<file path="src/ibuf_consts.svh">
////////////////////////////////////////////////////////////////////////////
// ibuf sizing constants
////////////////////////////////////////////////////////////////////////////

`ifndef IBUF_CONSTS_SVH
`define IBUF_CONSTS_SVH

// buffer geometry
`define IBUF_AW      10                 // address bits
`define IBUF_DEPTH   1024               // words, 2**IBUF_AW

// datapath
`define WORD_W       64                 // stream and buffer word

// back-pressure
// receive stops once fewer than this many words are free;
// covers the pipeline from pointer update to tready falling
`define IBUF_MARGIN  10

`endif

</file>
<file path="src/ibuf_pkg.sv">
////////////////////////////////////////////////////////////////////////////
// ibuf shared types
////////////////////////////////////////////////////////////////////////////
`default_nettype none
`include "ibuf_consts.svh"

package ibuf_pkg;

    typedef logic [`WORD_W-1:0]  word_t;
    typedef logic [`IBUF_AW-1:0] ibuf_addr_t;
    typedef logic [`IBUF_AW:0]   ibuf_ptr_t;      // msb is the wrap bit
    typedef logic [15:0]         pkt_len_t;       // bytes
    typedef logic [7:0]          port_t;

    localparam int unsigned DESC_LEN_LSB = 32;    // len field in descriptor word

    // same layout as tuser[95:0]
    typedef struct packed {
        logic [63:0] ts;                          // tuser[95:32]
        port_t       dst_port;                    // tuser[31:24]
        port_t       src_port;                    // tuser[23:16]
        pkt_len_t    len;                         // tuser[15:0]
    } pkt_meta_t;

    typedef struct packed {
        logic       en;
        ibuf_addr_t addr;
        word_t      data;
    } buf_wr_t;

    typedef struct packed {
        logic init;                               // clear all pointers
        logic data_step;                          // one data word written
        logic commit;                             // packet complete, publish
    } ptr_cmd_t;

    typedef enum logic [2:0] {
        RX_INIT, RX_WAIT_HOST, RX_RECV, RX_PAUSED, RX_WR_DESC, RX_WR_TS
    } rx_state_e;

    typedef enum logic [1:0] {
        DR_IDLE, DR_RD_DESC, DR_RD_TS, DR_RD_DATA
    } drain_state_e;

    // bytes to 64-bit words, rounded up
    function automatic pkt_len_t len_to_words(input pkt_len_t len);
        logic [16:0] sum;
        sum = {1'b0, len} + 17'd7;
        return pkt_len_t'(sum[16:3]);
    endfunction

endpackage

`default_nettype wire

</file>
<file path="src/ibuf_ptr_tracker.sv">
////////////////////////////////////////////////////////////////////////////
// ibuf write and commit pointers
////////////////////////////////////////////////////////////////////////////
`timescale 1ns/1ps
`default_nettype none
`include "ibuf_consts.svh"

module ibuf_ptr_tracker import ibuf_pkg::*; (
    input  wire            clk,
    input  wire            rst,
    input  wire ptr_cmd_t  ptr_cmd,
    input  wire ibuf_ptr_t committed_cons,    // from drain
    output ibuf_ptr_t      wr_ptr,
    output ibuf_ptr_t      hdr_ptr,
    output ibuf_ptr_t      committed_prod,
    output logic           almost_full
);

    localparam int unsigned HDR_WORDS = 2;    // descriptor + timestamp
    localparam ibuf_ptr_t   AF_LIMIT  = ibuf_ptr_t'(`IBUF_DEPTH - `IBUF_MARGIN);
    localparam ibuf_ptr_t   MAX_OCC   = ibuf_ptr_t'(`IBUF_DEPTH);

    ibuf_ptr_t occ_next;
    ibuf_ptr_t occupancy;                     // words claimed, incl. open packet

    // wrap bit makes plain subtraction correct
    assign occ_next = wr_ptr - committed_cons;

    ////////////////////////////////////////////////////////////////////////////
    // pointers
    ////////////////////////////////////////////////////////////////////////////
    always_ff @(posedge clk) begin
        if (rst || ptr_cmd.init) begin
            wr_ptr         <= ibuf_ptr_t'(HDR_WORDS);  // first data after header
            hdr_ptr        <= '0;
            committed_prod <= '0;
        end else if (ptr_cmd.commit) begin
            committed_prod <= wr_ptr;         // packet visible to drain
            hdr_ptr        <= wr_ptr;         // next packet header here
            wr_ptr         <= wr_ptr + ibuf_ptr_t'(HDR_WORDS);
        end else if (ptr_cmd.data_step) begin
            wr_ptr <= wr_ptr + 1'b1;
        end
    end

    ////////////////////////////////////////////////////////////////////////////
    // occupancy
    ////////////////////////////////////////////////////////////////////////////
    always_ff @(posedge clk) begin
        if (rst) begin
            occupancy   <= '0;
            almost_full <= 1'b0;
        end else begin
            occupancy   <= occ_next;
            almost_full <= (occ_next > AF_LIMIT);   // registered compare
        end
    end

    // back-pressure loop through the FSM keeps writer behind reader
    a_no_overrun: assert property (@(posedge clk) disable iff (rst)
        occupancy <= MAX_OCC)
        else $error("ibuf_ptr_tracker: occupancy beyond buffer depth");

endmodule

`default_nettype wire

</file>
<file path="config.mk">
export PLATFORM = sky130hd
export DESIGN_NAME = ibuf_ptr_tracker
export DESIGN_NICKNAME = d
export VERILOG_FILES = /design/src/ibuf_pkg.sv /design/src/ibuf_ptr_tracker.sv
export VERILOG_INCLUDE_DIRS = /design/src
export SDC_FILE = /design/constraint.sdc
export NUM_CORES = 1
export LEC_CHECK = 0
export BUFFER_PORTS_ARGS = -buffer_cell sky130_fd_sc_hd__buf_2
export CAP_MARGIN = 10
export CELL_PAD_IN_SITES_DETAIL_PLACEMENT = 2
export CELL_PAD_IN_SITES_GLOBAL_PLACEMENT = 2
export CORE_MARGIN = 3
export CORE_UTILIZATION = 31
export CTS_CLUSTER_SIZE = 12
export DETAILED_ROUTE_END_ITERATION = 8
export PLACE_DENSITY = 0.93
export RECOVER_POWER = 50
export SLEW_MARGIN = 20
export SYNTH_ARGS = -nofsm -noshare
export SYNTH_HDL_FRONTEND = slang
export SYNTH_SLANG_ARGS = --single-unit
</file>
<file path="constraint.sdc">
create_clock -name clk -period 4.89 [get_ports clk]
set_input_delay 0.2445 -clock clk [delete_from_list [all_inputs] [get_ports clk]]
set_output_delay 0.2445 -clock clk [all_outputs]
set_load 0.1 [all_outputs]
</file>
* Yosys cells after proc, flatten, opt, wreduce, memory -nomap -nowiden
Index checks and enable logic that the tools add are counted. Widths: inputs -> output; s select.
Word-level totals: register bits 23, input port bits 16, output and inout bits 34, logic and storage cells 11
Cells by class: add/subtract/negate cells 3, $lt $le $gt $ge 1, mux-type cells 2, reduce and logical (&&, ||, !) cells 2
Operator list (number):
- $mux 11 | 2
- $add 11x1->11 const B | 1
- $add 11x2->11 const B | 1
- $gt 11x10->1 const B | 1
- $sub 11x11->11 | 1
- $reduce_bool 2->1 | 1
- $logic_or 1x1->1 | 1

* Longest topological paths before layout
depth after elaboration 3, gate-level depth with buffers 10, depth with buffers taken out 10

* Least setup slack after synthesis
No wires, ideal clock.
path kind register to register, start point reg wr_ptr[0], end point reg almost_full, setup time 0.126 ns, data arrival time 2.492 ns, required time 4.764 ns, slack 2.272 ns, stages on the path, launching flop included 11, buffers on the path 0, clock period less this slack 2.618 ns, path through dfxtp_1 > inv_1 > ha_1 > inv_1 > fa_1 > a211oi_2 > nor3b_2 > o31ai_1 > a21oi_1 > mux2i_1 > o41ai_2
On the way: longest elaborated chain between the ends 2
RTL lines:
- from (decl) | line ibuf_ptr_tracker.sv:13 | output ibuf_ptr_t wr_ptr,
- from (signal assigned) | line ibuf_ptr_tracker.sv:34 | wr_ptr <= ibuf_ptr_t'(HDR_WORDS);
- from (signal assigned) | line ibuf_ptr_tracker.sv:40 | wr_ptr <= wr_ptr + ibuf_ptr_t'(HDR_WORDS);
- from (signal assigned) | line ibuf_ptr_tracker.sv:42 | wr_ptr <= wr_ptr + 1'b1;
- $sub 11x11->11 | line ibuf_ptr_tracker.sv:27 | assign occ_next = wr_ptr - committed_cons;
- $gt 11x10->1 | line ibuf_ptr_tracker.sv:55 | almost_full <= (occ_next > AF_LIMIT);
- to (signal assigned) | line ibuf_ptr_tracker.sv:55
- to (decl) | line ibuf_ptr_tracker.sv:16 | output logic almost_full
No other way between the ends. A chain may end at the register's enable or synchronous reset.

* Final worst setup path
Same ends and word-level chain as after synthesis.

==> impl_metrics.csv <==
group,metric,value,unit
synthesis,avgSynthCellArea,8.67,um2
status,status,"finished, final reports clean",
synthesis,synth_nets,200,
finish,drive_gt1_share,22.0,%
drt,dr.pass1.iters,4,
die,boundaryPins,50,
drt,ant_nets,0,
timing,tns,0,ns
die,fp-row-count,24,
critical_path,worstSetupStartpoint,"wr_ptr[0]$_SDFFE_PP0P_",
critical_path,cp.required,5.07,ns
clock_network,clkTransAtPathRegs,0.08,ns
critical_path,critPathBufInv,2,
critical_path,cp-end-kind,"flip-flop",
synthesis,seq_area_frac_synth,31.1,%
clock_network,h-tree-depth,1,
critical_path,crit_chain,"inv_1 -> ha_1 -> inv_1 -> fa_1 -> a211oi_2 -> nor3b_2 -> nor4_2 -> o211ai_1 -> o41ai_2",
global_routing,grt-ovfl-total,0,
clock_network,numCtsBuffers,3,
global_routing,first_global_vias,1364,
placement,io_buffers,49,
critical_path,max_stage_delay,0.42,ns
drt,routed_via_density,4.89,
die,coreArea,4470,um2
critical_path,ff2ff_setup_slack,2.63,ns
synthesis,synth_ff_type,"dfxtp_1",
pwr,vdd_drop_max,0.000112,V
synthesis,netlist_area,1480,um2
timing,period_share,46.1,%
timing,slew_viol_final,0,
critical_path,critPathKind,"flip-flop to flip-flop",
finish,final_cell_count_no_fill,261,
placement,dpl_worst_slack,2.63,ns
drt,vias,1275,
timing,layout_setup_ws,2.63,ns
synthesis,synth_top_family_by_area,"simple AND/OR/NAND/NOR gates",
placement,place.detailed.hpwl,3100,um
die,die_height,75.2,um
synthesis,synth_fa_ha_area_share,11.5,%
synthesis,ys_warn_count,0,
critical_path,crit_cells,9,
pwr,p_int,0.000273,W
clock_network,clock_latency,0.27,ns
finish,layout_common_cells,"buf_2 (33), nor2_1 (30), dfxtp_1 (23), clkbuf_1 (16), ha_1 (12)",
global_routing,grt_max_degree,23,
finish,final_common_cell,"buf_2",
timing,finClkSkew,0.00172,ns
synthesis,ys_seq_elements,23,
job,max_cap_viol_count,0,
drt,drcViolationCount,0,
die,die_area,5650,um2
synthesis,syn_inst,171,
critical_path,r2r_start,"wr_ptr[0]$_SDFFE_PP0P_",
pwr,pwr_density_cell,227,nW/um2
synthesis,synth_compound_area_share,9.20,%
drt,wire_per_inst,14.9,um
critical_path,cp_data_arrival_time,2.43,ns
synthesis,synth-xor-area-share,10.0,%
critical_path,worstReg2RegEnd,"almost_full$_SDFF_PP0_",
clock_network,cts_hold_buffers,0,
timing,max_freq,443,MHz
timing,max-slew-margin-rel,16.7,%
clock_network,ctsLongestPathBuffers,2,
pwr,power.total,0.000391,W
pwr,clkPwrFrac,30.8,%
critical_path,critPathMostFrequentCell,"inv_1",
critical_path,crit_family,"compound AO/OA/AOI/OAI gates",
critical_path,ff2ff_path_depth,9,
placement,dp.cells,257,
timing,layout_min_cycle_time,2.26,ns
synthesis,synth_edf_count,0,
pwr,seq_power_share,49.3,%
hold_path,hp-class,"input pin to flip-flop",
critical_path,critPathSlowestCell,"fa_1",
critical_path,endpoint,"almost_full$_SDFF_PP0_",
pwr,power_switching_share,30.2,%
placement,placed_area,1690,um2
critical_path,critPathMaxFanout,6,
pwr,p_comb_share,19.9,%
clock_network,clockRootBuffer,"clkbuf_8",
global_routing,grt_pass1_wl,6530,um
finish,n_antenna_cell,0,
global_routing,antenna_found_initial,0,
pwr,switchingPower,0.000118,W
synthesis,synthSimpleGateAreaFrac,20.5,%
synthesis,async_flop_share,0,%
drt,finalWirelength,3880,um
die,die_w,75.2,um
die,initial_core_util,33.1,%
placement,place.gp.congestion,0.832,
critical_path,startpoint_type,"flip-flop",
synthesis,muxShareOfSynthArea,8.19,%
timing,rsz0062_at_grt,"false",
clock_network,cts_tree,"yes",
timing,setup_violations,0,
finish,syn_to_final_growth,15.9,%
clock_network,cts.sinks,23,
drt,first_iter_violations,43,
pwr,p_leak,0.793,nW
clock_network,post_cts_buffers,0,
finish,design_area,1720,um2
timing,worst_pin_slew,1.25,ns
global_routing,track_usage,14.9,%
synthesis,synth_cell_types,38,
clock_network,ctsResizeCount,0,
finish,fin_nets,239,
timing,hold_violations,0,
==> synthesized netlist by cell type, types with 2 or more instances <==
| library cell | instances | share of area (%) |
|---|---|---|
| xor2_1 | 8 | 4.7 |
| o21ai_1 | 2 | 0.68 |
| nand2b_1 | 4 | 1.7 |
| nor2_1 | 30 | 7.6 |
| nor3_1 | 2 | 0.68 |
| a211oi_1 | 2 | 1.0 |
| nor2b_1 | 3 | 1.3 |
| clkbuf_1 | 2 | 0.51 |
| dfxtp_1 | 23 | 31 |
| inv_1 | 11 | 2.8 |
| buf_4 | 11 | 5.6 |
| xnor2_1 | 9 | 5.3 |
| o21ai_0 | 3 | 1.0 |
| a21oi_1 | 7 | 2.4 |
| nand2_1 | 5 | 1.3 |
| mux2i_1 | 11 | 7.4 |
| ha_1 | 12 | 10 |
| and3_1 | 3 | 1.3 |
| nand3_1 | 3 | 1.0 |
| buf_2 | 2 | 0.68 |
==> sequential cells by signal, indices dropped and copies added (netlist names) <==
signal	flops
committed_prod	11
wr_ptr	11
almost_full	1
==> metrics by stage <==
stage | hold slack (ns) | utilization (%)
after floorplan | 0.433 | -
after global placement | 0.473 | 37.8
after detailed placement | 0.480 | 37.8
after CTS | 0.350 | 38.9
after global routing | 0.388 | 38.4
final | 0.373 | 38.4
==> layout make-up <==
cell class / count / area [um2]
clock buffers: 3 / 41.3
repair buffers: 49 / 225
clock inverters: 1 / 5.00
inverters: 11 / 41.3
multi-input cells: 122 / 881
fillers: 524 / 2760
flip-flops and latches: 23 / 460
well taps: 52 / 65.1
==> tightest hold or removal path: stages <==
cell      delay (ns)
clkbuf_1        0.11
nor2_1          0.12
mux2i_1         0.09
o41ai_2         0.05
==> logic make-up after synthesis <==
kind of cell             count (synthesis)
AND/OR/NAND/NOR                         60
XOR/XNOR                                17
AO/OA/AOI/OAI                           20
adder cells (fa/ha/maj)                 13
multiplexers                            12
buffers and inverters                   26
flip-flops                              23
==> worst min path at each step <==
stage                                    from                              to  slack (ns)  depth (start not counted)
6_report                                  rst          almost_full$_SDFF_PP0_        0.37                          4
4_1_cts                                   rst          almost_full$_SDFF_PP0_        0.35                          4
3_3_place_gp   committed_prod[1]$_SDFFE_PP0P_  committed_prod[1]$_SDFFE_PP0P_        0.47                          2
5_1_grt                                   rst          almost_full$_SDFF_PP0_        0.39                          4
2_1_floorplan                             rst  committed_prod[1]$_SDFFE_PP0P_        0.43                          2
3_5_place_dp   committed_prod[1]$_SDFFE_PP0P_  committed_prod[1]$_SDFFE_PP0P_        0.48                          2
==> power groups by stage <==
stage / Clock (W) / Combinational, W / Sequential (W)
floorplan: 0 / 0.0000455 / 0.000213
global placement: 0 / 0.0000770 / 0.000197
detailed placement: 0 / 0.0000797 / 0.000197
CTS: 0.000125 / 0.0000803 / 0.000193
global route: 0.000135 / 0.0000867 / 0.000193
finish: 0.000120 / 0.0000780 / 0.000193
==> routing by layer <==
layer  up-vias  track usage (%)  routed length (um)
li1        632                -                   -
met1       605             17.4                1660
met2        38             28.1                1990
met3         0             4.01                 229
met4         0             1.17                   0
met5         -                0                   0
Note: power is estimated with default switching activity, not from simulation.
