==> config.mk <==
export PLATFORM = sky130hd
export DESIGN_NAME = rx_ctrl_fsm
export DESIGN_NICKNAME = d
export VERILOG_FILES = /design/src/ibuf_pkg.sv /design/src/rx_ctrl_fsm.sv
export VERILOG_INCLUDE_DIRS = /design/src
export SDC_FILE = /design/constraint.sdc
export NUM_CORES = 1
export LEC_CHECK = 0
export BUFFER_PORTS_ARGS = -buffer_cell sky130_fd_sc_hd__buf_2
export CORE_ASPECT_RATIO = 1.75
export CORE_MARGIN = 2
export CORE_UTILIZATION = 45
export DETAILED_ROUTE_END_ITERATION = 6
export MAX_ROUTING_LAYER = met4
export PLACE_DENSITY_LB_ADDON = 0.15
export SLEW_MARGIN = 40
export SYNTH_ARGS = -nofsm -noshare
export SYNTH_HDL_FRONTEND = slang
export SYNTH_SLANG_ARGS = --single-unit
==> constraint.sdc <==
create_clock -name clk -period 7.4 [get_ports clk]
set_clock_uncertainty 0.2 [all_clocks]
set_input_delay 1.11 -clock clk [delete_from_list [all_inputs] [get_ports clk]]
set_output_delay 1.11 -clock clk [all_outputs]
set_load 0.02 [all_outputs]
==> src/ibuf_consts.svh <==
////////////////////////////////////////////////////////////////////////////
// ibuf sizing constants
////////////////////////////////////////////////////////////////////////////

`ifndef IBUF_CONSTS_SVH
`define IBUF_CONSTS_SVH

// buffer geometry
`define IBUF_AW      10                 // address bits
`define IBUF_DEPTH   1024               // words, 2**IBUF_AW

// datapath
`define WORD_W       64                 // stream and buffer word

// back-pressure
// receive stops once fewer than this many words are free;
// covers the pipeline from pointer update to tready falling
`define IBUF_MARGIN  10

`endif

==> src/ibuf_pkg.sv <==
////////////////////////////////////////////////////////////////////////////
// ibuf shared types
////////////////////////////////////////////////////////////////////////////
`default_nettype none
`include "ibuf_consts.svh"

package ibuf_pkg;

    typedef logic [`WORD_W-1:0]  word_t;
    typedef logic [`IBUF_AW-1:0] ibuf_addr_t;
    typedef logic [`IBUF_AW:0]   ibuf_ptr_t;      // msb is the wrap bit
    typedef logic [15:0]         pkt_len_t;       // bytes
    typedef logic [7:0]          port_t;

    localparam int unsigned DESC_LEN_LSB = 32;    // len field in descriptor word

    // same layout as tuser[95:0]
    typedef struct packed {
        logic [63:0] ts;                          // tuser[95:32]
        port_t       dst_port;                    // tuser[31:24]
        port_t       src_port;                    // tuser[23:16]
        pkt_len_t    len;                         // tuser[15:0]
    } pkt_meta_t;

    typedef struct packed {
        logic       en;
        ibuf_addr_t addr;
        word_t      data;
    } buf_wr_t;

    typedef struct packed {
        logic init;                               // clear all pointers
        logic data_step;                          // one data word written
        logic commit;                             // packet complete, publish
    } ptr_cmd_t;

    typedef enum logic [2:0] {
        RX_INIT, RX_WAIT_HOST, RX_RECV, RX_PAUSED, RX_WR_DESC, RX_WR_TS
    } rx_state_e;

    typedef enum logic [1:0] {
        DR_IDLE, DR_RD_DESC, DR_RD_TS, DR_RD_DATA
    } drain_state_e;

    // bytes to 64-bit words, rounded up
    function automatic pkt_len_t len_to_words(input pkt_len_t len);
        logic [16:0] sum;
        sum = {1'b0, len} + 17'd7;
        return pkt_len_t'(sum[16:3]);
    endfunction

endpackage

`default_nettype wire

==> src/rx_ctrl_fsm.sv <==
////////////////////////////////////////////////////////////////////////////
// receive FSM, backend stream into ibuf
////////////////////////////////////////////////////////////////////////////
`timescale 1ns/1ps
`default_nettype none
`include "ibuf_consts.svh"

module rx_ctrl_fsm import ibuf_pkg::*; (
    input  wire         clk,
    input  wire         rst,
    // backend stream
    input  wire word_t  s_axis_tdata,
    input  wire pkt_meta_t meta,             // low tuser bits
    input  wire         s_axis_tvalid,
    input  wire         s_axis_tlast,
    output logic        s_axis_tready,
    // host and pointer status
    input  wire         hst_rdy,
    input  wire         almost_full,
    input  wire ibuf_ptr_t wr_ptr,           // next data slot
    input  wire ibuf_ptr_t hdr_ptr,          // descriptor slot of this packet
    // commands out
    output ptr_cmd_t    ptr_cmd,
    output buf_wr_t     buf_wr
);

    rx_state_e  state;
    logic       hst_rdy_q1;
    logic       hst_rdy_q2;
    logic       first_q;                     // next accepted word opens a packet
    pkt_meta_t  meta_q;
    pkt_len_t   pkt_words;                   // data words so far in packet
    pkt_len_t   cur_len;
    logic       accept;
    ibuf_ptr_t  ts_ptr;
    logic       wr_en;
    ibuf_addr_t wr_addr;
    word_t      wr_data;

    assign accept  = (state == RX_RECV) && s_axis_tvalid && s_axis_tready;
    assign ts_ptr  = hdr_ptr + 1'b1;         // timestamp right after descriptor
    assign cur_len = first_q ? meta.len : meta_q.len;

    assign ptr_cmd = '{init:      (state == RX_INIT),
                       data_step: accept,
                       commit:    (state == RX_WR_TS)};

    assign buf_wr  = '{en: wr_en, addr: wr_addr, data: wr_data};

    ////////////////////////////////////////////////////////////////////////////
    // control
    ////////////////////////////////////////////////////////////////////////////
    always_ff @(posedge clk) begin
        if (rst) begin
            state         <= RX_INIT;
            s_axis_tready <= 1'b0;
            wr_en         <= 1'b0;
            hst_rdy_q1    <= 1'b0;
            hst_rdy_q2    <= 1'b0;
            first_q       <= 1'b1;
            pkt_words     <= '0;
        end else begin
            hst_rdy_q1 <= hst_rdy;           // async level from host side
            hst_rdy_q2 <= hst_rdy_q1;
            wr_en      <= 1'b0;

            if (accept) begin
                first_q   <= s_axis_tlast;
                pkt_words <= s_axis_tlast ? '0 : pkt_words + 1'b1;
            end

            case (state)
                RX_INIT: begin
                    state <= RX_WAIT_HOST;   // pointers cleared this cycle
                end
                RX_WAIT_HOST: begin
                    if (hst_rdy_q2) begin
                        s_axis_tready <= 1'b1;
                        state         <= RX_RECV;
                    end
                end
                RX_RECV: begin
                    wr_en <= accept;
                    if (accept && s_axis_tlast) begin
                        s_axis_tready <= 1'b0;   // two header cycles follow
                        state         <= RX_WR_DESC;
                    end else if (almost_full) begin
                        s_axis_tready <= 1'b0;
                        state         <= RX_PAUSED;
                    end
                end
                RX_PAUSED: begin
                    if (!almost_full) begin
                        s_axis_tready <= 1'b1;
                        state         <= RX_RECV;
                    end
                end
                RX_WR_DESC: begin
                    wr_en <= 1'b1;
                    state <= RX_WR_TS;
                end
                RX_WR_TS: begin
                    wr_en <= 1'b1;               // commit pulses now
                    if (almost_full) begin
                        state <= RX_PAUSED;
                    end else begin
                        s_axis_tready <= 1'b1;
                        state         <= RX_RECV;
                    end
                end
                default: begin
                    s_axis_tready <= 1'b0;
                    state         <= RX_INIT;
                end
            endcase
        end
    end

    ////////////////////////////////////////////////////////////////////////////
    // metadata and write payload
    ////////////////////////////////////////////////////////////////////////////
    always_ff @(posedge clk) begin
        if (accept && first_q) begin
            meta_q <= meta;                  // tuser valid with first beat
        end
        case (state)
            RX_WR_DESC: begin
                wr_addr <= hdr_ptr[`IBUF_AW-1:0];
                wr_data <= {16'h0, meta_q.len, 8'h0, meta_q.dst_port,
                            8'h0, meta_q.src_port};
            end
            RX_WR_TS: begin
                wr_addr <= ts_ptr[`IBUF_AW-1:0];
                wr_data <= meta_q.ts;
            end
            default: begin
                wr_addr <= wr_ptr[`IBUF_AW-1:0];
                wr_data <= s_axis_tdata;
            end
        endcase
    end

    // nothing reaches the buffer before the host is up
    a_no_wr_before_host: assert property (@(posedge clk) disable iff (rst)
        (state == RX_WAIT_HOST) |-> !buf_wr.en && !s_axis_tready)
        else $error("rx_ctrl_fsm: write or tready while waiting for host");

    // beat count agrees with tuser length
    a_len_matches: assert property (@(posedge clk) disable iff (rst)
        (accept && s_axis_tlast) |-> (pkt_words + 1'b1 == len_to_words(cur_len)))
        else $error("rx_ctrl_fsm: packet beats disagree with length");

endmodule

`default_nettype wire

# Yosys cells after proc, flatten, opt, wreduce, memory -nomap -nowiden
# Index checks and enable logic that the tools add are counted.
# word_totals
regBits,178
elab_cells,47
# op_classes
n_addsub,1
eq_ne,9
muxes,14
bitwise_logic,1
reduce_logical,10
# op_table
operator,count
$pmux 64 s2,1
$pmux 10 s2,1
$pmux 3 s6,1
$mux 3,4
$add 10x1->10 const B,1
$eq 3x2->1 const B,2
$eq 3x3->1 const B,2
$ne 2x2->1 const B,3
$reduce_or 2->1,3
$mux 1,5
$logic_and 1x1->1,4
$pmux 1 s4,1
$reduce_and 4->1,1
$eq 3x1->1 const B,1
$logic_not 3->1,1
$ne 3x2->1 const B,1
$reduce_and 3->1,1
$pmux 1 s2,1
$not 1->1,1

# Longest topological paths before layout
# Gate-level depths: netlist of run 1.
# logic_depth
ltp_word,6
depth_mapped,6
ltp_nobuf,5

# Least setup slack after synthesis of run 1
# Ideal clock, no wire load.
# synth_path
kind,input to register
startpoint,in s_axis_tvalid
endpoint,"reg meta_q[0] (netlist name), enable pin"
setup_ps,466
arrival_time_ps,3798
required_time_ps,6734
setup_slack_ps,2936
cell_stages,3
path_buffers,0
path_cell_list,nand2_1 > nor3_1 > and2_1
# synth_between
elab_chain_cells,3
# synth_lines
element,line_no,text
start: declaration,rx_ctrl_fsm.sv:14,"input wire s_axis_tvalid,"
$logic_and 1x1->1 (2 in series),rx_ctrl_fsm.sv:40,assign accept = (state == RX_RECV) && s_axis_tvalid && s_axis_tready;
named net accept,rx_ctrl_fsm.sv:34,logic accept;
$logic_and 1x1->1,rx_ctrl_fsm.sv:123,if (accept && first_q) begin
end signal: assignment,rx_ctrl_fsm.sv:124,meta_q <= meta;
end: declaration,rx_ctrl_fsm.sv:31,pkt_meta_t meta_q;
# The timed path passes the listed nets, and every way through them passes these cells.
# A chain may end at the register's enable or synchronous reset.

==> results of run 1 <==
cells by family after synthesis:
| family | after synthesis | share of synthesized area (%) |
|---|---|---|
| buffers and inverters | 32 | 2.913 |
| AND/OR/NAND/NOR | 140 | 9.411 |
| multiplexers | 34 | 5.541 |
| adder cells (fa/ha/maj) | 1 | 0.2037 |
| XOR/XNOR | 9 | 1.283 |
| flip-flops | 178 | 73.66 |
| AO/OA/AOI/OAI | 82 | 6.987 |
registers in the layout (all words and copies together), names as in the netlist:
signal,flops
first_q,1
hst_rdy_q1,1
hst_rdy_q2,1
meta_q,96
s_axis_tready,1
state,3
wr_addr,10
wr_data,64
wr_en,1
where the power goes:
group	total (W)	internal, W	switching [W]
Combinational	0.000145	0.0000688	0.0000759
Sequential	0.00107	0.00106	0.0000112
Clock	0.000833	0.000442	0.000390
Total	0.00205	0.00157	0.000477
layout make-up:
| class | count | area share (%) |
|---|---|---|
| Inverter | 5 | 0.2306 |
| Tap cell | 174 | 2.675 |
| Clock inverter | 14 | 1.476 |
| Multi-Input combinational cell | 266 | 17.80 |
| Timing Repair Buffer | 268 | 16.76 |
| Clock buffer | 18 | 5.273 |
| Sequential cell | 178 | 55.63 |
| Antenna cell | 5 | 0.1537 |
final timing paths:
check / end / slack [ps] / cells past startpoint
worst max-delay path: ptr_cmd[0] / 3920 / 4
worst min-delay path: hst_rdy_q2 / 240 / 1
worst max register to register: meta_q[68] / 4480 / 4
worst min register to register: hst_rdy_q2 / 240 / 1
stage by stage:
| stage | worst slack [ps] | hold WS [ps] | cell area, µm² | util [%] | power [W] |
|---|---|---|---|---|---|
| after global placement | 3847 | 225.3 | 7557 | 56.47 | 0.001237 |
| after CTS | 3869 | 241.5 | 8127 | 60.72 | 0.002072 |
| after floorplan | 2936 | 213.8 | 6142 | - | 0.001160 |
| after global routing | 3769 | 252.9 | 8137 | 60.80 | 0.002130 |
| after detailed placement | 3768 | 226.8 | 7577 | 56.62 | 0.001241 |
| final | 3919 | 238.1 | 8139 | 60.82 | 0.002051 |
cells in the final DEF, fill, tap and decap left out, drive strengths merged:
cell type and instances:
edfxtp 96, diode 5, ha 1, mux2i 34
dfxtp 82, a21oi 2, o221a 1, a211o 1
nor2b 2, inv 14, o21ai 76, xor2 3
nand4 3, xnor2 6, nand2b 1, a21bo 1
and3 2, clkinv 3, nor3 7, buf 268
and4b 1, and2 1, nand2 113, a2111oi 1
nor2 6, nor4 2, clkbuf 18, clkinvlp 2
nand3 2
metal layers:
| layer | share of wire [%] | vias up | GRT usage, % |
|---|---|---|---|
| li1 | - | 2189 | - |
| met4 | 4.6 | 0 | 11.37 |
| met5 | 0 | - | - |
| met3 | 5.7 | 35 | 4.212 |
| met1 | 36 | 1954 | 19.84 |
| met2 | 53 | 188 | 34.06 |
cells in the mapped netlist, types with 2 or more instances:
master / n / area (µm²)
clkbuf_1: 6 / 22.52
nand3_1: 2 / 10.01
dfxtp_1: 82 / 1642
buf_4: 11 / 82.58
edfxtp_1: 96 / 2883
o21ai_0: 75 / 375.4
nor2b_1: 2 / 12.51
clkbuf_2: 3 / 15.01
nor4_1: 2 / 12.51
a21oi_1: 2 / 10.01
mux2i_1: 34 / 340.3
nor3_1: 7 / 35.03
buf_2: 5 / 25.02
nor2_1: 6 / 22.52
xor2_1: 3 / 26.28
xnor2_1: 6 / 52.55
nand2_1: 113 / 424.2
nand4_1: 3 / 18.77
and3_1: 2 / 12.51
inv_1: 5 / 18.77
==> impl_metrics.tcl, run 1 <==
set metrics [dict create \
    worstSetupStartpointType "flop" \
    synthFlopType "edfxtp_1" \
    layoutNonFillerInstCount 928 \
    cts_tree "yes" \
    synthArstFlopShare_pct 0 \
    synth_edf_count 96 \
    hold_violations 0 \
    wirelength_um 13880 \
    powerDensity_mw_per_mm2 251.9 \
    start_util_pct 45.90 \
    max_stage_delay_ps 670 \
    clk_transition_reported_paths_ps 60 \
    layout-drive-gt1-share_pct 40.32 \
    startpoint "state[0]" \
    ys_ff_latch 178 \
    root_buffer "clkbuf_16" \
    track_usage_pct 19.42 \
    path_max_fanout 45 \
    ant_nets 0 \
    required_ps 6090 \
    fmax_mhz 287.2 \
    io_buffers 264 \
    slew-limit-headroom_pct 48.34 \
    antenna_found_initial 4 \
    rows 56 \
    crit_family "buffers and inverters" \
    cp_data_arrival_time_ps 2170 \
    setup_viol 0 \
    numCtsBuffers 17 \
    vias 4366 \
    cp_slowest_cell "dfxtp_4" \
    final_nets 925 \
    rsz0062_at_grt "no" \
    pin_count 267 \
    critPathKind "reg -> out" \
    insertion_delay_ps 410 \
    maxCapViolations 0 \
    firstDrtPassIters 5 \
    max-clock-path-buffers 2 \
    ir_drop_uv 153.5 \
    gp_congestion 0.7976 \
    clkSinkCount 178 \
    status "complete, no violations" \
    multi_input_area_mm2 0.001449 \
    dp.cells 891 \
    postCtsHoldBufs 0 \
    synth_nets 665 \
    min_from "hst_rdy_q1" \
    worstMarginPinSlew_ps 774.9 \
    setup_tns_ps 0 \
    vias_per_cell 4.705 \
    grt_pass1_vias 4474 \
    dr.first_iter.drc_count 183 \
    coreArea_mm2 0.01338 \
    drc 0 \
    r2r_start "state[1]" \
    worstHoldPathType "reg -> reg" \
    critPathCaptureType "output pin" \
    cts_resized 0 \
    dieArea_mm2 0.01464 \
    seq_area_mm2 0.004528 \
    crit_buf_inv 3 \
    p_leak_nw 3.647 \
    yosysWarnings 0 \
    dieWidth_um 92.32 \
    synth_area_mm2 0.006142 \
    die_h_um 158.6 \
    netlist_instances 476 \
    fill_cells 1136 \
    overflow 0 \
    ctsHtreeMaxLevel 4 \
    wl_per_cell_um 14.96 \
    grt_pass1_wl_um 20980 \
    maxSlewViolCount 0 \
    crit_chain "buf_4 -> inv_1 -> nor2_1 -> buf_2" \
    syn_area_per_cell_um2 12.90 \
    fin_crit_sh_pct 47.05 \
    fin_crit_ps 3481 \
    post-cts-setup-buffers 0 \
    area_growth_pct 32.51 \
    hpwlAfterDp_um 10180 \
    ys_seq_area_share_pct 73.66 \
    yosys.cell_types.count 31 \
    grt_start_max_net_pins 58 \
]
Note: power is estimated with default switching activity, not from simulation.
==> run 2, diff against run 1 <==
CORE_UTILIZATION = 42   (was 45)
clock period = 3 ns   (was 7.4 ns; I/O delays follow)
==> run 2 against run 1 <==
Non-clock buffer count up 93. Hold slack got worse by 220 ps. Combinational power increased to 3.2 times the previous value. Routed wire length up 10%. Global-route usage up 0.52 points. Flip-flop and latch count did not move. Largest power group unchanged.
==> impl_metrics.tcl, run 2 (synthesized netlist as in run 1, its figures left out) <==
set metrics [dict create \
    fin_crit_sh_pct 80.27 \
    maxCapViolations 0 \
    ant_nets 0 \
    ir_drop_uv 388.8 \
    worstMarginPinSlew_ps 544.5 \
    numCtsBuffers 17 \
    cts_tree "yes" \
    maxSlewViolCount 0 \
    crit_chain "inv_1 -> nand2_4 -> nor2_1 -> buf_2" \
    grt_start_max_net_pins 64 \
    coreArea_mm2 0.01437 \
    setup_tns_ps 0 \
    fin_crit_ps 2408 \
    io_buffers 264 \
    final_cell_mix "264 x buf_2, 112 x nand2_1, 96 x edfxtp_1" \
    top_register "meta_q" \
    status "complete, no violations" \
    critPathKind "reg -> out" \
    dieArea_mm2 0.01565 \
    drc 0 \
    cp_data_arrival_time_ps 1760 \
    path_max_fanout 54 \
    cp_slowest_cell "dfxtp_1" \
    vias_per_cell 4.645 \
    crit_buf_inv 2 \
    worstHoldPathType "in -> reg" \
    max-clock-path-buffers 2 \
    grt_pass1_wl_um 22750 \
    biggestRegsByFlops "meta_q x96, wr_data x64, wr_addr x10" \
    setup_viol 0 \
    vias 4756 \
    slew-limit-headroom_pct 63.70 \
    root_buffer "clkbuf_16" \
    start_util_pct 42.75 \
    clkSinkCount 178 \
    critPathCaptureType "output pin" \
    max_stage_delay_ps 480 \
    powerDensity_mw_per_mm2 570.3 \
    overflow 0 \
    final_nets 1018 \
    crit_family "simple AND/OR/NAND/NOR gates" \
    firstDrtPassIters 5 \
    hpwlAfterDp_um 10300 \
    required_ps 2350 \
    pin_count 267 \
    final_common_cell "buf_2" \
    hold_violations 0 \
    area_growth_pct 47.81 \
    wirelength_um 15270 \
    ctsHtreeMaxLevel 4 \
    grt_pass1_vias 4849 \
    p_leak_nw 4.043 \
    gp_congestion 0.7534 \
    die_h_um 164.0 \
    clk_transition_reported_paths_ps 70 \
    dr.first_iter.drc_count 196 \
    worstSetupStartpointType "flop" \
    finalWorstSetupSlack_ps 592.0 \
    rsz0062_at_grt "no" \
    fmax_mhz 415.3 \
    track_usage_pct 19.94 \
    antenna_found_initial 2 \
    wl_per_cell_um 14.91 \
    layout-drive-gt1-share_pct 36.10 \
    insertion_delay_ps 410 \
    largest_register_ffs 96 \
    pre_cts_ws_ps 738.2 \
    dieWidth_um 95.42 \
    rows 58 \
]
## run 2: cell count changes in the layout (fill, tap and decap cells not counted)
cell	delta
dlygate4sd3_1	+91
clkinv_1	-1
buf_12	+1
buf_4	+1
clkinvlp_4	-1
diode_2	-3
clkbuf_1	+1
clkinv_4	+1
## run 2: cell type report
class / instances / area, µm²
fillers: 1155 / 5290
diodes: 2 / 5.005
inverters: 5 / 18.77
well taps: 180 / 225.2
multi-input cells: 266 / 1449
clock buffers: 19 / 432.9
clock inverters: 13 / 117.6
flip-flops and latches: 178 / 4528
repair buffers: 361 / 2302
## run 2: routing by layer
metal / vias to the layer above / track usage (%) / wire length (µm)
met5: - / - / 0
met4: 0 / 8.571 / 385
met3: 31 / 4.679 / 905
met2: 189 / 35.82 / 8322
met1: 2172 / 20.30 / 5659
li1: 2364 / - / -
## run 2: report_power, final
group          switching [W]  internal [W]
combinational       0.000222      0.000248
sequential         0.0000155       0.00262
clock               0.000975       0.00110
## run 2: worst paths after layout
kind	startpoint	end	slack, ps	cells after the start
worst max-delay path	state[1]	ptr_cmd[0]	590	4
worst min-delay path	meta[13]	meta_q[13]	20	1
worst max register to register	state[2]	meta_q[93]	810	4
worst min register to register	hst_rdy_q1	hst_rdy_q2	260	1
## run 2: worst reg2reg max path, stage by stage (launching register included)
cell      delay [ps]
dfxtp_1          410
nand2b_4         200
nor3_1           360
and2_4           240
buf_4            410
## run 2: repair_timing
item	in CTS	in global routing
endpoints found under the hold margin	88	3
buffers inserted	0	0
hold buffers	88	3
resized for setup	0	0
## run 2: metrics by stage
stage / util (%) / cell area, µm² / total power [W] / hold slack [ps] / instances
after floorplan: - / 6143 / 0.002862 / 213.8 / 476
after global placement: 52.98 / 7612 / 0.003054 / 227.9 / 899
after detailed placement: 52.98 / 7612 / 0.003065 / 255.7 / 899
after CTS: 62.94 / 9044 / 0.005230 / 0.3347 / 1019
after global routing: 63.18 / 9079 / 0.005369 / 2.554 / 1024
final: 63.18 / 9079 / 0.005177 / 19.01 / 1024
