[config.mk]
export PLATFORM = sky130hd
export DESIGN_NAME = ibuf_drain
export DESIGN_NICKNAME = d
export VERILOG_FILES = /design/src/ibuf_pkg.sv /design/src/ibuf_drain.sv
export VERILOG_INCLUDE_DIRS = /design/src
export SDC_FILE = /design/constraint.sdc
export NUM_CORES = 1
export LEC_CHECK = 0
export ABC_CLOCK_PERIOD_IN_PS = 3100
export BUFFER_PORTS_ARGS = -buffer_cell sky130_fd_sc_hd__buf_2
export CORE_AREA = 4 4 105 67
export DETAILED_ROUTE_END_ITERATION = 16
export DIE_AREA = 0 0 109 71
export PLACE_DENSITY = 0.85
export SLEW_MARGIN = 25
export SYNTH_ARGS = -nofsm -noshare
export SYNTH_HDL_FRONTEND = slang
export SYNTH_SLANG_ARGS = --single-unit
[constraint.sdc]
create_clock -name clk -period 3.1 [get_ports clk]
set_clock_uncertainty 0.15 [all_clocks]
set_input_delay 0.775 -clock clk [delete_from_list [all_inputs] [get_ports clk]]
set_output_delay 0.775 -clock clk [all_outputs]
set_load 0.02 [all_outputs]
[src/ibuf_consts.svh]
////////////////////////////////////////////////////////////////////////////
// ibuf sizing constants
////////////////////////////////////////////////////////////////////////////

`ifndef IBUF_CONSTS_SVH
`define IBUF_CONSTS_SVH

// buffer geometry
`define IBUF_AW      10                 // address bits
`define IBUF_DEPTH   1024               // words, 2**IBUF_AW

// datapath
`define WORD_W       64                 // stream and buffer word

// back-pressure
// receive stops once fewer than this many words are free;
// covers the pipeline from pointer update to tready falling
`define IBUF_MARGIN  10

`endif

[src/ibuf_pkg.sv]
////////////////////////////////////////////////////////////////////////////
// ibuf shared types
////////////////////////////////////////////////////////////////////////////
`default_nettype none
`include "ibuf_consts.svh"

package ibuf_pkg;

    typedef logic [`WORD_W-1:0]  word_t;
    typedef logic [`IBUF_AW-1:0] ibuf_addr_t;
    typedef logic [`IBUF_AW:0]   ibuf_ptr_t;      // msb is the wrap bit
    typedef logic [15:0]         pkt_len_t;       // bytes
    typedef logic [7:0]          port_t;

    localparam int unsigned DESC_LEN_LSB = 32;    // len field in descriptor word

    // same layout as tuser[95:0]
    typedef struct packed {
        logic [63:0] ts;                          // tuser[95:32]
        port_t       dst_port;                    // tuser[31:24]
        port_t       src_port;                    // tuser[23:16]
        pkt_len_t    len;                         // tuser[15:0]
    } pkt_meta_t;

    typedef struct packed {
        logic       en;
        ibuf_addr_t addr;
        word_t      data;
    } buf_wr_t;

    typedef struct packed {
        logic init;                               // clear all pointers
        logic data_step;                          // one data word written
        logic commit;                             // packet complete, publish
    } ptr_cmd_t;

    typedef enum logic [2:0] {
        RX_INIT, RX_WAIT_HOST, RX_RECV, RX_PAUSED, RX_WR_DESC, RX_WR_TS
    } rx_state_e;

    typedef enum logic [1:0] {
        DR_IDLE, DR_RD_DESC, DR_RD_TS, DR_RD_DATA
    } drain_state_e;

    // bytes to 64-bit words, rounded up
    function automatic pkt_len_t len_to_words(input pkt_len_t len);
        logic [16:0] sum;
        sum = {1'b0, len} + 17'd7;
        return pkt_len_t'(sum[16:3]);
    endfunction

endpackage

`default_nettype wire

[src/ibuf_drain.sv]
////////////////////////////////////////////////////////////////////////////
// ibuf drain to host port
////////////////////////////////////////////////////////////////////////////
`timescale 1ns/1ps
`default_nettype none
`include "ibuf_consts.svh"

module ibuf_drain import ibuf_pkg::*; (
    input  wire            clk,
    input  wire            rst,
    input  wire            host_hold,        // pause level
    input  wire ibuf_ptr_t committed_prod,
    output ibuf_ptr_t      committed_cons,
    // buffer read port
    output logic           rd_en,
    output ibuf_addr_t     rd_addr,
    input  wire word_t     rd_data,
    // host side
    output word_t          host_data,
    output logic           host_valid,
    output logic           host_first,
    output logic           host_last
);

    drain_state_e state;
    ibuf_ptr_t    rd_ptr;                    // next word to read
    pkt_len_t     words_left;                // data reads still to issue
    logic         pend;                      // rd_data not yet shown
    logic         pend_first;
    logic         pend_last;

    assign rd_en      = (state != DR_IDLE) && !host_hold;
    assign rd_addr    = rd_ptr[`IBUF_AW-1:0];
    assign host_data  = rd_data;
    assign host_valid = pend && !host_hold;  // held word waits in ram reg
    assign host_first = host_valid && pend_first;
    assign host_last  = host_valid && pend_last;

    always_ff @(posedge clk) begin
        if (rst) begin
            state          <= DR_IDLE;
            rd_ptr         <= '0;
            committed_cons <= '0;
            words_left     <= '0;
            pend           <= 1'b0;
            pend_first     <= 1'b0;
            pend_last      <= 1'b0;
        end else begin
            // tag each read for the cycle its word shows up
            if (rd_en) begin
                pend       <= 1'b1;
                rd_ptr     <= rd_ptr + 1'b1;
                pend_first <= (state == DR_RD_DESC);
                pend_last  <= (state == DR_RD_DATA) && (words_left <= 16'd1);
            end else if (host_valid) begin
                pend <= 1'b0;
            end

            // word count from returned descriptor
            if (host_first) begin
                words_left <= len_to_words(rd_data[DESC_LEN_LSB +: $bits(pkt_len_t)]);
            end else if (rd_en && (state == DR_RD_DATA)) begin
                words_left <= words_left - 1'b1;
            end

            // rd_ptr sits just past the packet here
            if (host_last) begin
                committed_cons <= rd_ptr;
            end

            case (state)
                DR_IDLE: begin
                    if (committed_prod != rd_ptr) begin
                        state <= DR_RD_DESC;
                    end
                end
                DR_RD_DESC: begin
                    if (rd_en) state <= DR_RD_TS;
                end
                DR_RD_TS: begin
                    if (rd_en) state <= DR_RD_DATA;
                end
                DR_RD_DATA: begin
                    if (rd_en && (words_left <= 16'd1)) begin
                        state <= DR_IDLE;
                    end
                end
                default: state <= DR_IDLE;
            endcase
        end
    end

    // released packet stays inside the committed region
    a_cons_behind_prod: assert property (@(posedge clk) disable iff (rst)
        host_last |-> (ibuf_ptr_t'(rd_ptr - committed_cons)
                       <= ibuf_ptr_t'(committed_prod - committed_cons)))
        else $error("ibuf_drain: consumer pointer passes producer");

endmodule

`default_nettype wire

Yosys cells after proc, flatten, opt, wreduce, memory -nomap -nowiden
Index checks and enable logic that the tools add are counted.
W data, S select, Z words.
{"block": "totals", "n_memories": 0, "register_bits": 43, "out_inout_bits": 89, "latchBits": 0, "romBits": 0, "in_bits": 78, "ramBits": 0, "elab_cells": 43}
{"block": "op_classes", "n_eq_ne": 8, "div_mod_pow": 0, "shift": 0, "n_lt_le_gt_ge": 1, "bitwise": 0, "muxes": 9, "add_sub_neg": 3, "n_reduce_logical": 14, "n_mul": 0}
{"cell": "$mux W14", "count": 2}
{"cell": "$add A16 B3 Y17 const B", "count": 1}
{"cell": "$le A16 B1 Y1 const B", "count": 1}
{"cell": "$sub A16 B1 Y16 const B", "count": 1}
{"cell": "$add A11 B1 Y11 const B", "count": 1}
{"cell": "$ne A11 B11 Y1", "count": 1}
{"cell": "$mux W2", "count": 4}
{"cell": "$pmux W2 S4", "count": 1}
{"cell": "$logic_and A1 B1 Y1", "count": 7}
{"cell": "$ne A2 B2 Y1 const B", "count": 3}
{"cell": "$reduce_bool A2 Y1", "count": 3}
{"cell": "$eq A2 B2 Y1 const B", "count": 2}
{"cell": "$reduce_and A4 Y1", "count": 1}
{"cell": "$eq A2 B1 Y1 const B", "count": 1}
{"cell": "$logic_not A2 Y1", "count": 1}
{"cell": "$mux W1", "count": 2}
{"cell": "$ne A2 B1 Y1 const B", "count": 1}
{"cell": "$reduce_or A2 Y1", "count": 1}
{"cell": "$logic_not A1 Y1", "count": 1}

Depth between registers and ports, before layout
Gate-level depths: netlist of the first run.
{"block": "depth", "word_depth": 5, "depth_mapped": 8, "ltp_nobuf": 7}

Worst setup path before layout of the first run
OpenSTA, ideal clock, no wires.
{"block": "synth_path", "path_type": "in2out", "start": "input host_hold", "end": "output host_last", "arrival_ns": 1.783, "t_required_ns": 2.175, "n_path_buf": 1, "path_stages": 4, "slack_ns": 0.392, "cell_sequence": "nor2b_1 -> nand2_1 -> inv_1 -> clkbuf_1"}
{"block": "synth_via", "elab_chain_cells": 3}
{"item": "start: declaration", "line": "ibuf_drain.sv:11", "rtl": "input wire host_hold,"}
{"item": "$logic_not A1 Y1", "line": "ibuf_drain.sv:35", "rtl": "assign host_valid = pend && !host_hold;"}
{"item": "$logic_and A1 B1 Y1", "line": "ibuf_drain.sv:35"}
{"item": "$logic_and A1 B1 Y1", "line": "ibuf_drain.sv:37", "rtl": "assign host_last = host_valid && pend_last;"}
{"item": "end: declaration", "line": "ibuf_drain.sv:22", "rtl": "output logic host_last"}
No other way between the ends.

Worst setup path after layout of the first run
{"block": "layout_path", "start": "input host_hold", "end": "output host_first"}
{"block": "layout_via", "elab_chain_cells": 3}
{"item": "$logic_not A1 Y1", "line": "ibuf_drain.sv:35"}
{"item": "$logic_and A1 B1 Y1", "line": "ibuf_drain.sv:35"}
{"item": "$logic_and A1 B1 Y1", "line": "ibuf_drain.sv:36", "rtl": "assign host_first = host_valid && pend_first;"}
{"item": "end: declaration", "line": "ibuf_drain.sv:21", "rtl": "output logic host_first,"}
No other way between the ends.

==> results_dict.tcl, run 1 <==
set metrics [dict create \
    outcome "finished, final reports clean" \
    worst-path-buf-inv 3 \
    fmax_mhz 390 \
    cts_hold_buf 0 \
    worst_hold_path.num_cells 2 \
    synth_sequential_area_ratio 0.303 \
    n_antenna_cell 0 \
    tightest_slew_ns 0.732 \
    chipHeight_um 71 \
    cts_made_buffers 5 \
    route.detailed.vias_per_inst 5.16 \
    required_ns 2.17 \
    worstPathArrival_ns 1.64 \
    synth_top_cells_by_area "sky130_fd_sc_hd__dfxtp_1 30%, sky130_fd_sc_hd__buf_4 20%, sky130_fd_sc_hd__xnor2_1 9.5%" \
    powerDensity_nw_per_um2 507 \
    synth_top_area_frac 0.303 \
    ff2ff_setup_slack_ns 0.77 \
    internal_power_mw 1.00 \
    placeableCoreArea_um2 6030 \
    switching_share 0.312 \
    timing.critical_path.fanout_max 10 \
    power.leakage_nw 1.17 \
    postSynthCellCount 349 \
    num_vias 2244 \
    slew_margin_rel 0.507 \
    place_hpwl_mm 4.74 \
    rsz0062_at_grt "false" \
    drt_pass1_iterations 4 \
    cts_max_path_buffers 2 \
    gp_congestion 0.802 \
    cts.htree.levels 2 \
    antenna_found_initial 0 \
    setup-tns-final_ns 0 \
    clkPwrFrac 0.312 \
    synthesis.yosys.warnings 0 \
    post_synth_instance_area_um2 2840 \
    grt_usage 0.156 \
    synthDistinctLibCells 40 \
    timing.critical_path.to_type "output port" \
    ant_nets 0 \
    route.detailed.wl_per_inst_um 13.9 \
    numClockSinks 43 \
    routedLengthMet1_mm 2.88 \
    io_pins 167 \
    timing.critical_path.cells "buf_2 > nor2b_1 > nand2_1 > inv_2 > buf_2" \
    grt_remaining_overflow 0 \
    drt-initial-drc-count 95 \
    cts_resized 0 \
    p_sw_mw 0.454 \
    peakVddDrop_v 0.000215 \
    slowest_delay_ns 0.20 \
    worstHoldPathType "reg2reg" \
    cts_post_setup_buffers_inserted 0 \
    final_layout_size_suffix_gt1_frac 0.265 \
    detailroute.wirelength.met2_mm 2.65 \
    setup.worst_path.start_class "input pin" \
    tritoncts "yes" \
    vias_in_the_first_global_route 2045 \
    yosys.area.top_type "sky130_fd_sc_hd__dfxtp_1" \
    clk-insertion-delay-late_ns 0.29 \
    fin_crit_ns 2.56 \
    maxCapViolations 0 \
    fin_nets 435 \
    place.port_buffers 70 \
    timing.critical_path.depth 5 \
    timing.hold.ws_ns 0.309 \
    grt_max_degree 33 \
    finalWirelength_mm 6.07 \
    timing.critical_path.slowest_stage_cell "sky130_fd_sc_hd__nor2b_1" \
    final.period_utilization 0.826 \
    path_delay_family "buffers and inverters" \
    grt_pass1_wl_mm 9.65 \
    final_hold_viol_count 0 \
    cts.root.buffer_cell "sky130_fd_sc_hd__clkbuf_8" \
    slew_violations 0 \
    setup_viol 0 \
    timing_worst_setup_path_type "in2out" \
    worst-r2r-cell-count 7 \
    row_count 22 \
    path_clk_slew_ns 0.08 \
    topRoutingLayerUsed "met4" \
    met3_wirelength_from_detailed_routing_um 470 \
    power_frac_comb 0.257 \
    syn_avg_cell_area_um2 8.15 \
    pwr-share-seq 0.430 \
    postSynthNetCount 434 \
    floorplan.initialDensity 0.472 \
    areaGrowthSynthToFinish_pct 1.10 \
    critical_path.most_common_cell "sky130_fd_sc_hd__buf_2" \
    die_w_um 109 \
    fp.dieArea_um2 7740 \
    drc_errors_left 0 \
    synth_seq_cells 43 \
]
==> power groups by stage <==
| stage | sequential, mW | combinational [mW] | clock (mW) |
|---|---|---|---|
| floorplan | 0.628 | 0.384 | 0 |
| global placement | 0.636 | 0.365 | 0 |
| detailed placement | 0.639 | 0.375 | 0 |
| CTS | 0.626 | 0.376 | 0.463 |
| global route | 0.631 | 0.417 | 0.487 |
| finish | 0.627 | 0.375 | 0.455 |
==> per-layer routing <==
metal | vias up | global-route usage
li1 | 1096 | -
met1 | 1061 | 0.217
met2 | 79 | 0.224
met3 | 8 | 0.0547
met4 | 0 | 0.0504
met5 | - | 0
==> metrics by stage <==
stage	instance area [um2]	setup WS, ns	util	power (mW)	instances
6_report	2880	0.539	0.477	1.46	435
3_3_place_gp	2760	0.541	0.457	1.00	427
4_1_cts	2880	0.552	0.477	1.47	435
3_5_place_dp	2760	0.490	0.457	1.01	427
5_1_grt	2880	0.485	0.477	1.53	435
2_1_floorplan	2840	0.392	-	1.01	349
==> sequential cells by signal, indices dropped and copies added (netlist names) <==
register and cells:
rd_ptr 11, pend_last 1, words_left 16, committed_cons 11, state 2, pend 1
pend_first 1
==> placed cells by master, fill, tap and decap left out, types with 2 or more instances in the layout <==
master                     Yosys  final
sky130_fd_sc_hd__buf_2         1     70
sky130_fd_sc_hd__clkbuf_8      0      6
sky130_fd_sc_hd__o22ai_1       7      7
sky130_fd_sc_hd__buf_4        74      6
sky130_fd_sc_hd__mux2i_1       2      2
sky130_fd_sc_hd__ha_1          7      7
sky130_fd_sc_hd__and3_1        3      3
sky130_fd_sc_hd__nand3_1       4      4
sky130_fd_sc_hd__or4_1         3      3
sky130_fd_sc_hd__nand2_1      47     47
sky130_fd_sc_hd__o21ai_0       7      7
sky130_fd_sc_hd__nand4_1      10     10
sky130_fd_sc_hd__xor2_1       13     13
sky130_fd_sc_hd__xnor2_1      31     31
sky130_fd_sc_hd__a211oi_1      4      4
sky130_fd_sc_hd__nor3_1        6      6
sky130_fd_sc_hd__a21oi_1      19     19
sky130_fd_sc_hd__or3_1         5      5
sky130_fd_sc_hd__inv_1         8      8
sky130_fd_sc_hd__dfxtp_1      43     43
sky130_fd_sc_hd__nor4_1        5      5
sky130_fd_sc_hd__nor2_1       25     25
==> worst min-delay path: stages (launching register included) <==
cell and delay, ns:
sky130_fd_sc_hd__dfxtp_1 0.31, sky130_fd_sc_hd__nand2_1 0.05, sky130_fd_sc_hd__a21oi_1 0.05
==> cell families (layout without fill, tap and decap cells) <==
kind of cell	Yosys count	count (layout)	share of synthesized area
simple gates	116	116	0.203
buf+inv	91	93	0.218
compound gates	45	45	0.0972
xor+xnor	45	45	0.141
flops	43	43	0.303
fa+ha+maj	7	7	0.0308
mux	2	2	0.00704
==> synthesized netlist by cell type <==
| cell type | n |
|---|---|
| sky130_fd_sc_hd__a211oi_1 | 4 |
| sky130_fd_sc_hd__a211oi_2 | 1 |
| sky130_fd_sc_hd__a21oi_1 | 19 |
| sky130_fd_sc_hd__a21oi_2 | 1 |
| sky130_fd_sc_hd__a311oi_1 | 1 |
| sky130_fd_sc_hd__and3_1 | 3 |
| sky130_fd_sc_hd__buf_2 | 1 |
| sky130_fd_sc_hd__buf_4 | 74 |
| sky130_fd_sc_hd__clkbuf_1 | 7 |
| sky130_fd_sc_hd__dfxtp_1 | 43 |
| sky130_fd_sc_hd__ha_1 | 7 |
| sky130_fd_sc_hd__inv_1 | 8 |
| sky130_fd_sc_hd__inv_2 | 1 |
| sky130_fd_sc_hd__mux2i_1 | 2 |
| sky130_fd_sc_hd__nand2_1 | 47 |
| sky130_fd_sc_hd__nand2_2 | 1 |
| sky130_fd_sc_hd__nand3_1 | 4 |
| sky130_fd_sc_hd__nand3b_1 | 1 |
| sky130_fd_sc_hd__nand4_1 | 10 |
| sky130_fd_sc_hd__nor2_1 | 25 |
| sky130_fd_sc_hd__nor2b_1 | 1 |
| sky130_fd_sc_hd__nor3_1 | 6 |
| sky130_fd_sc_hd__nor3b_1 | 1 |
| sky130_fd_sc_hd__nor3b_4 | 1 |
| sky130_fd_sc_hd__nor4_1 | 5 |
| sky130_fd_sc_hd__nor4_4 | 1 |
| sky130_fd_sc_hd__o211ai_1 | 1 |
| sky130_fd_sc_hd__o21ai_0 | 7 |
| sky130_fd_sc_hd__o22ai_1 | 7 |
| sky130_fd_sc_hd__o311a_1 | 1 |
| sky130_fd_sc_hd__o311ai_0 | 1 |
| sky130_fd_sc_hd__o31ai_1 | 1 |
| sky130_fd_sc_hd__o32ai_1 | 1 |
| sky130_fd_sc_hd__or3_1 | 5 |
| sky130_fd_sc_hd__or3b_4 | 1 |
| sky130_fd_sc_hd__or4_1 | 3 |
| sky130_fd_sc_hd__or4_4 | 1 |
| sky130_fd_sc_hd__xnor2_1 | 31 |
| sky130_fd_sc_hd__xnor2_2 | 1 |
| sky130_fd_sc_hd__xor2_1 | 13 |
==> area by class of cell <==
| class | count | area [um2] |
|---|---|---|
| clock buffers | 6 | 82.6 |
| clock inverters | 2 | 35.0 |
| fillers | 577 | 3150 |
| inverters | 9 | 33.8 |
| multi-input cells | 215 | 1360 |
| flip-flops and latches | 43 | 861 |
| well taps | 84 | 105 |
| repair buffers | 76 | 395 |
==> final timing paths <==
check	start	endpoint
min	committed_cons[2]	committed_cons[2]
min reg2reg	committed_cons[2]	committed_cons[2]
max reg2reg	state[0]	words_left[5]
max	host_hold	host_first
(Power assumes the default switching activity.)
==> inputs of run 2 (changes only) <==
--- a/config.mk
+++ b/config.mk
@@ -6,12 +6,12 @@
 export SDC_FILE = /design/constraint.sdc
 export NUM_CORES = 1
 export LEC_CHECK = 0
-export ABC_CLOCK_PERIOD_IN_PS = 3100
+export ABC_CLOCK_PERIOD_IN_PS = 2260
 export BUFFER_PORTS_ARGS = -buffer_cell sky130_fd_sc_hd__buf_2
-export CORE_AREA = 4 4 105 67
+export CORE_AREA = 4 4 114 73
 export DETAILED_ROUTE_END_ITERATION = 16
-export DIE_AREA = 0 0 109 71
-export PLACE_DENSITY = 0.85
+export DIE_AREA = 0 0 118 77
+export PLACE_DENSITY = 0.76
 export SLEW_MARGIN = 25
 export SYNTH_ARGS = -nofsm -noshare
 export SYNTH_HDL_FRONTEND = slang
==> constraint.sdc (replaced) <==
create_clock -name clk -period 2.26 [get_ports clk]
set_clock_uncertainty 0.15 [all_clocks]
set_input_delay 0.565 -clock clk [delete_from_list [all_inputs] [get_ports clk]]
set_output_delay 0.565 -clock clk [all_outputs]
set_load 0.02 [all_outputs]
==> results_dict.tcl, run 2 (synthesis results as in run 1) <==
set metrics [dict create \
    fin_crit_ns 2.14 \
    r2r_start "state[1]" \
    power.leakage_nw 1.22 \
    filler_cells 737 \
    numClockSinks 43 \
    drc_errors_left 0 \
    required_ns 1.54 \
    ff2ff_setup_slack_ns 0.12 \
    setup_viol 0 \
    place.port_buffers 70 \
    cts_max_path_buffers 2 \
    slew_violations 0 \
    maxCapViolations 0 \
    timing.hold.ws_ns 0.301 \
    final.period_utilization 0.949 \
    gp_congestion 0.863 \
    fin_nets 444 \
    final_layout_size_suffix_gt1_frac 0.289 \
    chipHeight_um 77 \
    setup.worst_path.start_class "register" \
    die_w_um 118 \
    place_hpwl_mm 5.14 \
    final_hold_viol_count 0 \
    outcome "finished, final reports clean" \
    cts.root.buffer_cell "sky130_fd_sc_hd__clkbuf_16" \
    cts.htree.levels 2 \
    worstReg2RegEnd "words_left[4]" \
    placeableCoreArea_um2 7150 \
    tritoncts "yes" \
    n_antenna_cell 0 \
    worst_hold_path.num_cells 2 \
    preCtsSetupSlack_ns 0.0497 \
    route.detailed.vias_per_inst 5.06 \
    reg_top3 "words_left: 16 flops, committed_cons: 11 flops, rd_ptr: 11 flops" \
    worstHoldPathType "reg2reg" \
    timing_worst_setup_path_type "reg2out" \
    setup-tns-final_ns 0 \
    worst-r2r-cell-count 6 \
    fin_total_pwr_mw 2.13 \
    powerDensity_nw_per_um2 715 \
    fp.dieArea_um2 9090 \
    fmax_mhz 466 \
    num_vias 2283 \
    timing.critical_path.fanout_max 8 \
    route.detailed.wl_per_inst_um 14.4 \
    vias_in_the_first_global_route 2050 \
    row_count 24 \
    areaGrowthSynthToFinish_pct 4.84 \
    drt-initial-drc-count 164 \
    grt_remaining_overflow 0 \
    grt_pass1_wl_mm 10.5 \
    critPathCapture "rd_en" \
    floorplan.initialDensity 0.398 \
    grt_usage 0.139 \
    timing.critical_path.to_type "output port" \
    finalWirelength_mm 6.49 \
    cts_hold_buf 0 \
    setup.worst_path.start "state[1]" \
    mostFrequentLayoutCells "70 x sky130_fd_sc_hd__buf_2, 47 x sky130_fd_sc_hd__nand2_1, 42 x sky130_fd_sc_hd__dfxtp_1" \
    antenna_found_initial 0 \
    drt_pass1_iterations 4 \
    rsz0062_at_grt "false" \
    ant_nets 0 \
    tightest_slew_ns 0.388 \
    path_clk_slew_ns 0.06 \
    largest_register_ffs 16 \
    post_route_core_utilization 0.417 \
    post-route-worst-setup-slack_ns 0.116 \
    io_pins 167 \
    grt_max_degree 33 \
    cts_made_buffers 5 \
    clk-insertion-delay-late_ns 0.28 \
    peakVddDrop_v 0.000397 \
    mostFrequentLayoutCell "sky130_fd_sc_hd__buf_2" \
    regMostFlops "words_left" \
    worstPathArrival_ns 1.43 \
    slew_margin_rel 0.739 \
]
==> run 2: cell count changes in the layout (fill, tap and decap cells not counted), sizes merged <==
cell	before	now
buf	76	85
clkinvlp	0	1
bufinv	1	0
==> run 2: report_power, final <==
group | switching (mW) | internal [mW] | total (mW)
registers | 0.0543 | 0.807 | 0.861
clock network | 0.281 | 0.407 | 0.689
logic | 0.323 | 0.260 | 0.583
==> run 2: routing by layer <==
metal | up-vias | global-route usage | wire length [um]
li1 | 1122 | - | -
met5 | - | 0 | 0
met2 | 88 | 0.193 | 2820
met3 | 8 | 0.0434 | 596
met1 | 1065 | 0.209 | 3030
met4 | 0 | 0.0269 | 41
==> run 2: per-stage QoR <==
| step | cells | cell area [um2] |
|---|---|---|
| floorplan | 349 | 2850 |
| global placement | 443 | 2830 |
| detailed placement | 443 | 2830 |
| CTS | 451 | 2980 |
| global route | 451 | 2980 |
| finish | 451 | 2980 |
==> run 2: timing repair <==
item | in CTS | in global routing
endpoints found under the setup margin | 1 | 2
resized for setup | 1 | 2
buffers inserted | 0 | 0
cloned | 0 | 0
==> run 2: final cells by class <==
cell class | count | area [um2] | share of cell area
multi-input combinational | 215 | 1370 | 0.459
timing repair buffer | 85 | 463 | 0.155
sequential | 43 | 862 | 0.289
clock buffer | 6 | 129 | 0.0432
inverter | 9 | 33.8 | 0.0113
clock inverter | 2 | 12.5 | 0.00420
tap | 91 | 114 | 0.0382
==> run 2: worst min path at each step <==
stage	from	to	slack [ns]
6_report	committed_cons[9]	committed_cons[9]	0.30
5_1_grt	committed_cons[3]	committed_cons[3]	0.32
4_1_cts	committed_cons[9]	committed_cons[9]	0.30
3_5_place_dp	committed_cons[9]	committed_cons[9]	0.29
3_3_place_gp	committed_cons[8]	committed_cons[8]	0.29
2_1_floorplan	pend	pend	0.30
==> run 2: worst max-delay path: stages (launching register included) <==
cell                      delay (ns)
sky130_fd_sc_hd__dfxtp_1        0.37
sky130_fd_sc_hd__inv_1          0.09
sky130_fd_sc_hd__ha_2           0.22
sky130_fd_sc_hd__nor2_2         0.13
sky130_fd_sc_hd__buf_4          0.17
sky130_fd_sc_hd__buf_2          0.18
